[src/design/idx_consts.svh]
// Width, opcode and function-code macros for the decode-execute slice
// Multiplier iteration count for the shift-add unit
`ifndef IDX_CONSTS_SVH
`define IDX_CONSTS_SVH

// Datapath and register file sizes
`define IDX_XLEN        32
`define IDX_REG_AW      5
`define IDX_NUM_REGS    32

// Two multiplier bits retired per cycle
`define IDX_MUL_CYCLES  16

// Major opcodes, instr[6:0]
`define IDX_OPC_OP      7'b0110011
`define IDX_OPC_OP_IMM  7'b0010011
`define IDX_OPC_LUI     7'b0110111
`define IDX_OPC_CUSTOM0 7'b0001011

// Function-7 values, instr[31:25]
`define IDX_F7_BASE     7'b0000000
`define IDX_F7_MULDIV   7'b0000001
`define IDX_F7_SUB      7'b0100000

// Function-3 values, instr[14:12]
`define IDX_F3_ADD      3'b000
`define IDX_F3_XOR      3'b100
`define IDX_F3_OR       3'b110
`define IDX_F3_AND      3'b111

`endif

[src/design/idx_pkg.sv]
// Shared enums and packed structs of the decode-execute slice
// Decoder output, EX request and writeback record
`include "idx_consts.svh"

package idx_pkg;

  // Instruction class, picks the controller sequence
  typedef enum logic [1:0] {
    CLS_ALU     = 2'd0,
    CLS_MUL     = 2'd1,
    CLS_MAC     = 2'd2,
    CLS_ILLEGAL = 2'd3
  } op_class_e;

  // ALU operation, PASS_B forwards operand B for LUI
  typedef enum logic [2:0] {
    ALU_ADD    = 3'd0,
    ALU_SUB    = 3'd1,
    ALU_AND    = 3'd2,
    ALU_OR     = 3'd3,
    ALU_XOR    = 3'd4,
    ALU_PASS_B = 3'd5
  } alu_op_e;

  // Decoded instruction fields
  typedef struct packed {
    op_class_e                op_class;
    alu_op_e                  alu_op;
    logic [`IDX_REG_AW-1:0]   rs1;
    logic [`IDX_REG_AW-1:0]   rs2;
    logic [`IDX_REG_AW-1:0]   rd;
    logic [`IDX_XLEN-1:0]     imm;
    logic                     use_imm;
  } dec_ctrl_t;

  // Request from the controller to the EX unit
  typedef struct packed {
    alu_op_e                  alu_op;
    logic [`IDX_XLEN-1:0]     op_a;
    logic [`IDX_XLEN-1:0]     op_b;
    logic                     mul_start;
  } ex_req_t;

  // Writeback record
  typedef struct packed {
    logic [`IDX_REG_AW-1:0]   rd;
    logic [`IDX_XLEN-1:0]     data;
  } wb_t;

endpackage

[src/design/idx_decoder.sv]
// Combinational instruction decoder
// Op class and ALU op from opcode and function fields, I/U immediates
`timescale 1ns/1ps
`include "idx_consts.svh"

module idx_decoder (
  input  logic [31:0]        instr_i,
  output idx_pkg::dec_ctrl_t dec_o
);

  import idx_pkg::*;

  logic [6:0]           opcode;
  logic [2:0]           funct3;
  logic [6:0]           funct7;
  logic [`IDX_XLEN-1:0] imm_i_type;
  logic [`IDX_XLEN-1:0] imm_u_type;

  assign opcode = instr_i[6:0];
  assign funct3 = instr_i[14:12];
  assign funct7 = instr_i[31:25];

  // Sign-extended 12-bit immediate
  assign imm_i_type = {{(`IDX_XLEN - 12){instr_i[31]}}, instr_i[31:20]};
  // Upper immediate, low 12 bits cleared
  assign imm_u_type = {instr_i[31:12], 12'b0};

  always_comb begin
    // Register fields sit at fixed positions
    dec_o.rs1      = instr_i[19:15];
    dec_o.rs2      = instr_i[24:20];
    dec_o.rd       = instr_i[11:7];
    dec_o.imm      = imm_i_type;
    dec_o.use_imm  = 1'b0;
    dec_o.alu_op   = ALU_ADD;
    // Anything not matched below stays illegal
    dec_o.op_class = CLS_ILLEGAL;

    unique case (opcode)
      `IDX_OPC_OP: begin
        if (funct7 == `IDX_F7_BASE) begin
          dec_o.op_class = CLS_ALU;
          unique case (funct3)
            `IDX_F3_ADD: dec_o.alu_op = ALU_ADD;
            `IDX_F3_XOR: dec_o.alu_op = ALU_XOR;
            `IDX_F3_OR:  dec_o.alu_op = ALU_OR;
            `IDX_F3_AND: dec_o.alu_op = ALU_AND;
            // SLL, SLT, SLTU, SRL are not kept
            default:     dec_o.op_class = CLS_ILLEGAL;
          endcase
        end else if (funct7 == `IDX_F7_SUB && funct3 == `IDX_F3_ADD) begin
          dec_o.op_class = CLS_ALU;
          dec_o.alu_op   = ALU_SUB;
        end else if (funct7 == `IDX_F7_MULDIV && funct3 == `IDX_F3_ADD) begin
          // Only MUL of the M group, DIV and the high products are illegal
          dec_o.op_class = CLS_MUL;
        end
      end

      `IDX_OPC_OP_IMM: begin
        // ADDI only
        if (funct3 == `IDX_F3_ADD) begin
          dec_o.op_class = CLS_ALU;
          dec_o.use_imm  = 1'b1;
        end
      end

      `IDX_OPC_LUI: begin
        dec_o.op_class = CLS_ALU;
        dec_o.alu_op   = ALU_PASS_B;
        dec_o.imm      = imm_u_type;
        dec_o.use_imm  = 1'b1;
      end

      `IDX_OPC_CUSTOM0: begin
        // MAC is R-type with the MULDIV funct7 and funct3 000
        if (funct7 == `IDX_F7_MULDIV && funct3 == `IDX_F3_ADD) begin
          dec_o.op_class = CLS_MAC;
        end
      end

      default: begin
        dec_o.op_class = CLS_ILLEGAL;
      end
    endcase
  end

endmodule

[src/design/idx_ex_unit.sv]
// EX unit with combinational ALU
// Iterative shift-add multiplier, two multiplier bits per cycle
`timescale 1ns/1ps
`include "idx_consts.svh"

module idx_ex_unit (
  input  logic                 clk_i,
  input  logic                 rst_ni,
  input  idx_pkg::ex_req_t     req_i,
  output logic [`IDX_XLEN-1:0] alu_result_o,
  output logic [`IDX_XLEN-1:0] product_o,
  output logic                 mul_done_o
);

  import idx_pkg::*;

  localparam int CntW = $clog2(`IDX_MUL_CYCLES);

  ////////////////////////////////////////////////////////////
  // ALU
  ////////////////////////////////////////////////////////////

  always_comb begin
    unique case (req_i.alu_op)
      ALU_ADD:    alu_result_o = req_i.op_a + req_i.op_b;
      ALU_SUB:    alu_result_o = req_i.op_a - req_i.op_b;
      ALU_AND:    alu_result_o = req_i.op_a & req_i.op_b;
      ALU_OR:     alu_result_o = req_i.op_a | req_i.op_b;
      ALU_XOR:    alu_result_o = req_i.op_a ^ req_i.op_b;
      ALU_PASS_B: alu_result_o = req_i.op_b;
      default:    alu_result_o = req_i.op_a + req_i.op_b;
    endcase
  end

  ////////////////////////////////////////////////////////////
  // Multiplier
  ////////////////////////////////////////////////////////////

  logic [`IDX_XLEN-1:0] mul_a_q;
  logic [`IDX_XLEN-1:0] mul_b_q;
  logic [`IDX_XLEN-1:0] acc_q;
  logic [`IDX_XLEN-1:0] src_a;
  logic [`IDX_XLEN-1:0] src_b;
  logic [`IDX_XLEN-1:0] partial;
  logic [CntW-1:0]      cnt_q;
  logic                 mul_busy_q;
  logic                 done_q;

  // Start cycle works on the fresh operands, later cycles on the shifted copies
  assign src_a = req_i.mul_start ? req_i.op_a : mul_a_q;
  assign src_b = req_i.mul_start ? req_i.op_b : mul_b_q;

  // Partial product of A and the two lowest bits of B
  always_comb begin
    partial = '0;
    if (src_b[0]) begin
      partial = partial + src_a;
    end
    if (src_b[1]) begin
      partial = partial + {src_a[`IDX_XLEN-2:0], 1'b0};
    end
  end

  // Operand shifters and accumulator, low word only
  always_ff @(posedge clk_i) begin
    if (req_i.mul_start) begin
      acc_q <= partial;
    end else if (mul_busy_q) begin
      acc_q <= acc_q + partial;
    end
    if (req_i.mul_start || mul_busy_q) begin
      mul_a_q <= src_a << 2;
      mul_b_q <= src_b >> 2;
    end
  end

  // Iteration count, first step taken in the start cycle
  always_ff @(posedge clk_i or negedge rst_ni) begin
    if (!rst_ni) begin
      cnt_q      <= '0;
      mul_busy_q <= 1'b0;
      done_q     <= 1'b0;
    end else begin
      done_q <= 1'b0;
      if (req_i.mul_start) begin
        cnt_q      <= CntW'(`IDX_MUL_CYCLES - 1);
        mul_busy_q <= 1'b1;
      end else if (mul_busy_q) begin
        cnt_q <= cnt_q - 1'b1;
        if (cnt_q == CntW'(1)) begin
          // Last step, product complete next cycle
          mul_busy_q <= 1'b0;
          done_q     <= 1'b1;
        end
      end
    end
  end

  // Product stays in the accumulator until the next start
  assign product_o  = acc_q;
  assign mul_done_o = done_q;

endmodule

[src/design/idx_id_ctrl.sv]
// Issue controller with the FIRST_CYCLE/MULTI_CYCLE FSM
// Operand muxes, MUL and MAC sequencing, registered writeback
`timescale 1ns/1ps
`include "idx_consts.svh"

module idx_id_ctrl (
  input  logic                   clk_i,
  input  logic                   rst_ni,
  input  logic                   instr_valid_i,
  input  idx_pkg::dec_ctrl_t     dec_i,
  output logic [`IDX_REG_AW-1:0] raddr_a_o,
  output logic [`IDX_REG_AW-1:0] raddr_b_o,
  input  logic [`IDX_XLEN-1:0]   rdata_a_i,
  input  logic [`IDX_XLEN-1:0]   rdata_b_i,
  output idx_pkg::ex_req_t       ex_req_o,
  input  logic [`IDX_XLEN-1:0]   alu_result_i,
  input  logic [`IDX_XLEN-1:0]   product_i,
  input  logic                   mul_done_i,
  output logic                   rf_we_o,
  output idx_pkg::wb_t           wb_o,
  output logic                   wb_valid_o,
  output logic                   illegal_o,
  output logic                   busy_o
);

  import idx_pkg::*;

  typedef enum logic { FIRST_CYCLE, MULTI_CYCLE } id_fsm_e;

  id_fsm_e                id_fsm_q;
  id_fsm_e                id_fsm_d;
  logic                   acc_phase_q;
  logic                   acc_phase_d;
  op_class_e              class_q;
  logic [`IDX_REG_AW-1:0] rd_q;
  logic                   busy_q;
  logic                   accept;
  logic                   is_mul_class;
  logic                   wb_valid_d;
  logic                   wb_valid_q;
  logic                   illegal_q;
  wb_t                    wb_d;
  wb_t                    wb_q;

  // Strobes while busy are dropped
  assign accept       = instr_valid_i && (id_fsm_q == FIRST_CYCLE) && !busy_q;
  assign is_mul_class = (dec_i.op_class == CLS_MUL) || (dec_i.op_class == CLS_MAC);

  ////////////////////////////////////////////////////////////
  // Operand muxes
  ////////////////////////////////////////////////////////////

  // Port A re-reads the saved rd in the MAC accumulate step
  assign raddr_a_o = acc_phase_q ? rd_q : dec_i.rs1;
  assign raddr_b_o = dec_i.rs2;

  always_comb begin
    ex_req_o.alu_op    = dec_i.alu_op;
    ex_req_o.op_a      = rdata_a_i;
    ex_req_o.op_b      = dec_i.use_imm ? dec_i.imm : rdata_b_i;
    ex_req_o.mul_start = accept && is_mul_class;
    if (acc_phase_q) begin
      // Old rd plus held product
      ex_req_o.alu_op = ALU_ADD;
      ex_req_o.op_b   = product_i;
    end
  end

  ////////////////////////////////////////////////////////////
  // FSM
  ////////////////////////////////////////////////////////////

  always_comb begin
    id_fsm_d    = id_fsm_q;
    acc_phase_d = acc_phase_q;
    unique case (id_fsm_q)
      FIRST_CYCLE: begin
        if (accept && is_mul_class) begin
          id_fsm_d = MULTI_CYCLE;
        end
      end
      MULTI_CYCLE: begin
        if (acc_phase_q) begin
          // Sum registered this cycle
          id_fsm_d    = FIRST_CYCLE;
          acc_phase_d = 1'b0;
        end else if (mul_done_i) begin
          if (class_q == CLS_MAC) begin
            acc_phase_d = 1'b1;
          end else begin
            id_fsm_d = FIRST_CYCLE;
          end
        end
      end
      default: id_fsm_d = FIRST_CYCLE;
    endcase
  end

  // Writeback source and strobe
  always_comb begin
    wb_valid_d = 1'b0;
    wb_d.rd    = rd_q;
    wb_d.data  = alu_result_i;
    if (accept) begin
      wb_d.rd    = dec_i.rd;
      wb_valid_d = (dec_i.op_class == CLS_ALU);
    end else if (id_fsm_q == MULTI_CYCLE) begin
      if (acc_phase_q) begin
        wb_valid_d = 1'b1;
      end else if (mul_done_i && class_q == CLS_MUL) begin
        wb_valid_d = 1'b1;
        wb_d.data  = product_i;
      end
    end
  end

  always_ff @(posedge clk_i or negedge rst_ni) begin
    if (!rst_ni) begin
      id_fsm_q    <= FIRST_CYCLE;
      acc_phase_q <= 1'b0;
      class_q     <= CLS_ALU;
      busy_q      <= 1'b0;
      wb_valid_q  <= 1'b0;
      illegal_q   <= 1'b0;
    end else begin
      id_fsm_q    <= id_fsm_d;
      acc_phase_q <= acc_phase_d;
      wb_valid_q  <= wb_valid_d;
      // Illegal encodings only flag, no write
      illegal_q   <= accept && (dec_i.op_class == CLS_ILLEGAL);
      if (accept) begin
        class_q <= dec_i.op_class;
      end
      // Busy holds through the writeback cycle of MUL and MAC
      if (accept && is_mul_class) begin
        busy_q <= 1'b1;
      end else if (wb_valid_q) begin
        busy_q <= 1'b0;
      end
    end
  end

  // rd kept for MAC re-read and late writeback
  always_ff @(posedge clk_i) begin
    if (accept) begin
      rd_q <= dec_i.rd;
    end
    if (wb_valid_d) begin
      wb_q <= wb_d;
    end
  end

  assign rf_we_o    = wb_valid_q;
  assign wb_o       = wb_q;
  assign wb_valid_o = wb_valid_q;
  assign illegal_o  = illegal_q;
  assign busy_o     = busy_q;

endmodule

[src/design/idx_regfile.sv]
// Register file, 32 entries, two async read ports, one write port
// x0 reads as zero, writes to it are dropped
`timescale 1ns/1ps
`include "idx_consts.svh"

module idx_regfile (
  input  logic                   clk_i,
  input  logic                   rst_ni,
  input  logic [`IDX_REG_AW-1:0] raddr_a_i,
  input  logic [`IDX_REG_AW-1:0] raddr_b_i,
  output logic [`IDX_XLEN-1:0]   rdata_a_o,
  output logic [`IDX_XLEN-1:0]   rdata_b_o,
  input  logic                   we_i,
  input  idx_pkg::wb_t           wb_i
);

  logic [`IDX_XLEN-1:0] regs_q [`IDX_NUM_REGS];
  logic                 wr_en;

  // x0 never written, so it keeps its reset value of zero
  assign wr_en = we_i && (wb_i.rd != '0);

  always_ff @(posedge clk_i or negedge rst_ni) begin
    if (!rst_ni) begin
      for (int i = 0; i < `IDX_NUM_REGS; i++) begin
        regs_q[i] <= '0;
      end
    end else if (wr_en) begin
      regs_q[wb_i.rd] <= wb_i.data;
    end
  end

  // Write-through, the value being written is visible in its writeback cycle
  assign rdata_a_o = (wr_en && raddr_a_i == wb_i.rd) ? wb_i.data : regs_q[raddr_a_i];
  assign rdata_b_o = (wr_en && raddr_b_i == wb_i.rd) ? wb_i.data : regs_q[raddr_b_i];

endmodule

[src/design/idx_top.sv]
// Top level of the decode-execute slice
// Decoder, register file, EX unit and issue controller
`timescale 1ns/1ps
`include "idx_consts.svh"

module idx_top (
  input  logic         clk_i,
  input  logic         rst_ni,
  input  logic         instr_valid_i,
  input  logic [31:0]  instr_i,
  output logic         wb_valid_o,
  output idx_pkg::wb_t wb_o,
  output logic         illegal_o,
  output logic         busy_o
);

  import idx_pkg::*;

  dec_ctrl_t              dec;
  ex_req_t                ex_req;
  logic [`IDX_REG_AW-1:0] raddr_a;
  logic [`IDX_REG_AW-1:0] raddr_b;
  logic [`IDX_XLEN-1:0]   rdata_a;
  logic [`IDX_XLEN-1:0]   rdata_b;
  logic [`IDX_XLEN-1:0]   alu_result;
  logic [`IDX_XLEN-1:0]   product;
  logic                   mul_done;
  logic                   rf_we;

  idx_decoder u_decoder (
    .instr_i (instr_i),
    .dec_o   (dec)
  );

  // Write port fed by the controller's writeback record
  idx_regfile u_regfile (
    .clk_i     (clk_i),
    .rst_ni    (rst_ni),
    .raddr_a_i (raddr_a),
    .raddr_b_i (raddr_b),
    .rdata_a_o (rdata_a),
    .rdata_b_o (rdata_b),
    .we_i      (rf_we),
    .wb_i      (wb_o)
  );

  idx_ex_unit u_ex_unit (
    .clk_i        (clk_i),
    .rst_ni       (rst_ni),
    .req_i        (ex_req),
    .alu_result_o (alu_result),
    .product_o    (product),
    .mul_done_o   (mul_done)
  );

  idx_id_ctrl u_id_ctrl (
    .clk_i         (clk_i),
    .rst_ni        (rst_ni),
    .instr_valid_i (instr_valid_i),
    .dec_i         (dec),
    .raddr_a_o     (raddr_a),
    .raddr_b_o     (raddr_b),
    .rdata_a_i     (rdata_a),
    .rdata_b_i     (rdata_b),
    .ex_req_o      (ex_req),
    .alu_result_i  (alu_result),
    .product_i     (product),
    .mul_done_i    (mul_done),
    .rf_we_o       (rf_we),
    .wb_o          (wb_o),
    .wb_valid_o    (wb_valid_o),
    .illegal_o     (illegal_o),
    .busy_o        (busy_o)
  );

endmodule

[config.mk]
export PLATFORM = sky130hd
export DESIGN_NAME = idx_top
export DESIGN_NICKNAME = d
export VERILOG_FILES = /design/src/design/idx_pkg.sv /design/src/design/idx_decoder.sv /design/src/design/idx_ex_unit.sv /design/src/design/idx_id_ctrl.sv /design/src/design/idx_regfile.sv /design/src/design/idx_top.sv
export VERILOG_INCLUDE_DIRS = /design/src /design/src/design
export SDC_FILE = /design/constraint.sdc
export NUM_CORES = 2
export LEC_CHECK = 0
export BUFFER_PORTS_ARGS = -buffer_cell sky130_fd_sc_hd__buf_2
export CAP_MARGIN = 10
export CELL_PAD_IN_SITES_DETAIL_PLACEMENT = 1
export CELL_PAD_IN_SITES_GLOBAL_PLACEMENT = 1
export CORE_MARGIN = 2
export CORE_UTILIZATION = 31
export DETAILED_ROUTE_END_ITERATION = 10
export PLACE_DENSITY = 0.61
export SYNTH_ARGS = -nofsm -noshare
export SYNTH_HDL_FRONTEND = slang
export SYNTH_SLANG_ARGS = --single-unit
[constraint.sdc]
create_clock -name clk_i -period 8.3 [get_ports clk_i]
set_input_delay 0 -clock clk_i [delete_from_list [all_inputs] [get_ports clk_i]]
set_output_delay 0 -clock clk_i [all_outputs]
set_load 0.01 [all_outputs]
==> results.md <==
- Clock power frac: 33.2%
- Hold Path Depth: 6
- Asr flop ratio synth: 88.56%
- CP top delay family: compound AO/OA/AOI/OAI gates
- Top cell type's share of synthesized area: 35.40%
- Final setup vio count: 0
- Post-route ant nets: 0
- Iter 0 DRT Violations: 5234
- Final setup TNS: 0 ps
- Final Hold Viols: 0
- Leakage: 37.25 nW
- Comb pwr share: around a third
- Vias in the first global route: between 60000 and 70000
- Die X: 490.3 um
- Final wirelength: 301400 um
- R2R cell count: 29
- Slew headroom: between 10% and 20%
- FMAX: about 120 MHz
- Worst Setup SP: u_id_ctrl.wb_o[35]$_DFFE_PP_
- Pint: 12.72 mW
- Post-DP HPWL: 185600 um
- Clock buffer depth: 3
- Layout cells sized above 1: 30.29%
- I/O pins: 75
- Register area share after synthesis: 40.82%
- Clock sink count: 1171
- Vias/cell: 5.943
- Total gr overflow: 0
- Commonest non-fill, non-tap cells in the layout: dfrtp_1 (1036), mux2_2 (991), nand2_1 (843), nor2_1 (516), buf_4 (385)
- Reported max-cap violation count: 0
- Synth top area cells: dfrtp_1 (35%), mux2_2 (15%), mux4_2 (9.2%), edfxtp_1 (5.3%), nand2_1 (4.4%)
- CTS tree: done
- Initial core utilization: 31.17%
- Setup crit start kind: flop
- DR DRC count: 0
- P per Cell Area: 231.5 nW/um^2
- Net Count, Synth: slightly above 7000
- # rows: 178
- Fin crit share: a little over nine tenths
- Clock Root Buffer: clkbuf_16
- CTS clock-pin slew for the worst setup and hold paths: ~60 ps
- Crit path required time: 8850 ps
- #FFs+latches synth: roughly 1200
- Via count: 60930
- Initial antenna violation count: 5
- Full die area: approximately 240000 sq um
- Gr usage total: 24.37%
- WP buf/inv: 4
- Gate Count Post-Synth: 6975
- Status: complete, no violations
- Worst VDD drop: 0.0001853 V
- Critical Path End: u_id_ctrl.wb_o[31]$_DFFE_PP_
- Max Slew Vio Count: 0
- I/O Buffers: 74
- Crit path time final: 8018 ps
- Sw Pwr: 6.693 mW
- Fin util: 35.65%
- Mean area per synthesized cell: 10.51 sq um
- EDFF count, synth: between 100 and 150
- First drt pass iteration count: 6
- First-pass GRT wire length: roughly 440000 um
- Clk_lat worst skew: roughly 800 ps
- Crit path capture type: flop
- CTS buffer count: ~140
- Net Sw Frac: about a third
- CP max stage delay: 570 ps
- Largest net degree at the start of global routing: between 150 and 200
- Synth cell types: 119
- RSZ-0062 raised after global routing: true
- Arr. time, crit path: 8570 ps
- WS Path Type: reg2reg
- Seq pwr share: 34.2%
- DR WL/cell: about 29 um
- Hold Path Class: in2reg
- Top_reg_cell synth: dfrtp_1
- Core area: 235200 sq um
- H-tree Lvls: 4
- Setup ws final: about 280 ps
- Critical-path top delay cell: nor3_1
- R2R Path End: u_id_ctrl.wb_o[31]$_DFFE_PP_
- Worst-Margin Slew: 1224 ps
- Fin nets: about 7000
- Most common cell on crit path: buf_4
- GPL Wtd Cong: 0.8962
- Commonest non-fill, non-tap cell in the layout: dfrtp_1
- Synth area leader: dfrtp_1
- Critical path depth: 29
- Pre-CTS WS: -353.1 ps
- Synth warnings: 0
- Worst R2R Start: u_id_ctrl.wb_o[35]$_DFFE_PP_
- Flop2flop setup slack: about 280 ps
- Post-synthesis cell area: roughly 73000 sq um
- Worst-path maximum fanout: 20
- Synthesis-to-layout area growth: 14.37%
- Clock Skew: approximately 29 ps
- Die Height: between 400 and 500 um
- Tot Pwr: 19.41 mW
## routing by layer
| layer | global-route usage, % | routed length [um] |
|---|---|---|
| met1 | 32.36 | 127900 |
| met3 | 4.219 | 20170 |
| met2 | 38.41 | 137100 |
| met4 | 11.79 | 16240 |
| met5 | 0 | 12 |
## synthesized netlist by cell type, types with 27 or more instances
cell type     n
dfrtp_1    1037
a21o_1       38
ha_1        152
a211oi_1     31
o211ai_1     48
buf_6        27
a221oi_1     88
a22oi_1      98
and3_1       44
mux2_2      991
xnor2_1     105
buf_1        89
nor2_1      530
buf_2        92
a31oi_1      33
mux2i_1      76
o22ai_1     174
nand2_1     861
edfxtp_1    129
a311oi_1     86
o21bai_1     60
clkbuf_1    413
o21ai_1      63
a21oi_1     175
nand3_1     368
inv_1       110
mux4_2      300
o21ai_0     318
## worst min-delay path by stage
stage / startpoint / slack [ps] / endpoint
after global routing: instr_i[5] / 60 / u_id_ctrl.class_q[1]$_DFFE_PN0P_
after floorplan: rst_ni / -300 / u_ex_unit.cnt_q[0]$_DFFE_PN0P_
after detailed placement: rst_ni / 110 / u_regfile.regs_q[804]$_DFFE_PN0P_
after CTS: instr_i[5] / 5 / u_id_ctrl.class_q[1]$_DFFE_PN0P_
final: instr_i[5] / 50 / u_id_ctrl.class_q[1]$_DFFE_PN0P_
after global placement: rst_ni / 110 / u_regfile.regs_q[134]$_DFFE_PN0P_
## tightest hold or removal path, stage by stage
cell and delay (ps):
buf_2 150, nand3_1 100, buf_4 150, a22oi_1 110, buf_4 180, a21oi_1 130
## layout make-up
cell class              count  area (sq um)
diodes                      4         10.01
repair buffers            514          4208
flip-flops and latches   1171         29930
fillers                 26020        151300
well taps                3150          3941
clock inverters            51         533.0
clock buffers             207          4185
multi-input cells        5030         40570
inverters                 125         469.2
## stage by stage
stage	std cells	cell area, sq um	hold slack, ps
after global placement	9958	78540	107.9
after floorplan	6975	73320	-295.6
after detailed placement	9958	78540	112.6
after CTS	10240	83540	4.913
final	10250	83850	51.47
after global routing	10250	83840	59.88
## state kept, by name, indices dropped and copies added (netlist names), 2 cells and up
signal / flops
u_ex_unit.mul_a_q: 30
u_ex_unit.product_o: 32
u_ex_unit.cnt_q: 4
u_id_ctrl.class_q: 2
u_id_ctrl.wb_o: 37
u_ex_unit.mul_b_q: 30
u_id_ctrl.rd_q: 5
u_regfile.regs_q: 1024
## kinds of logic after synthesis
family          after synthesis  share of synthesized area, %
fa+ha+maj                   155                         2.662
mux                        1393                         26.25
flops                      1171                         40.82
simple gates               1984                         11.74
xor+xnor                    124                         1.481
compound gates             1374                         12.48
buf+inv                     774                         4.567
## what timing repair did
item | CTS | global route
gates resized for setup | 4 | 42
setup buffers | 0 | 5
endpoints found under the hold margin | 171 | 0
setup endpoints to repair | 4 | 10
gates cloned | 0 | 2
hold buffers | 24 | 0
pin swaps | 0 | 6
## power groups by stage
| stage | combinational, mW | sequential, mW | clock, mW |
|---|---|---|---|
| 2_1_floorplan | 4.09 | 6.59 | 0 |
| 3_3_place_gp | 5.90 | 6.73 | 0 |
| 3_5_place_dp | 6.07 | 6.74 | 0 |
| 4_1_cts | 6.15 | 6.64 | 6.55 |
| 5_1_grt | 6.91 | 6.67 | 6.77 |
| 6_report | 6.32 | 6.64 | 6.44 |
Power figures use the tool's default switching activity.
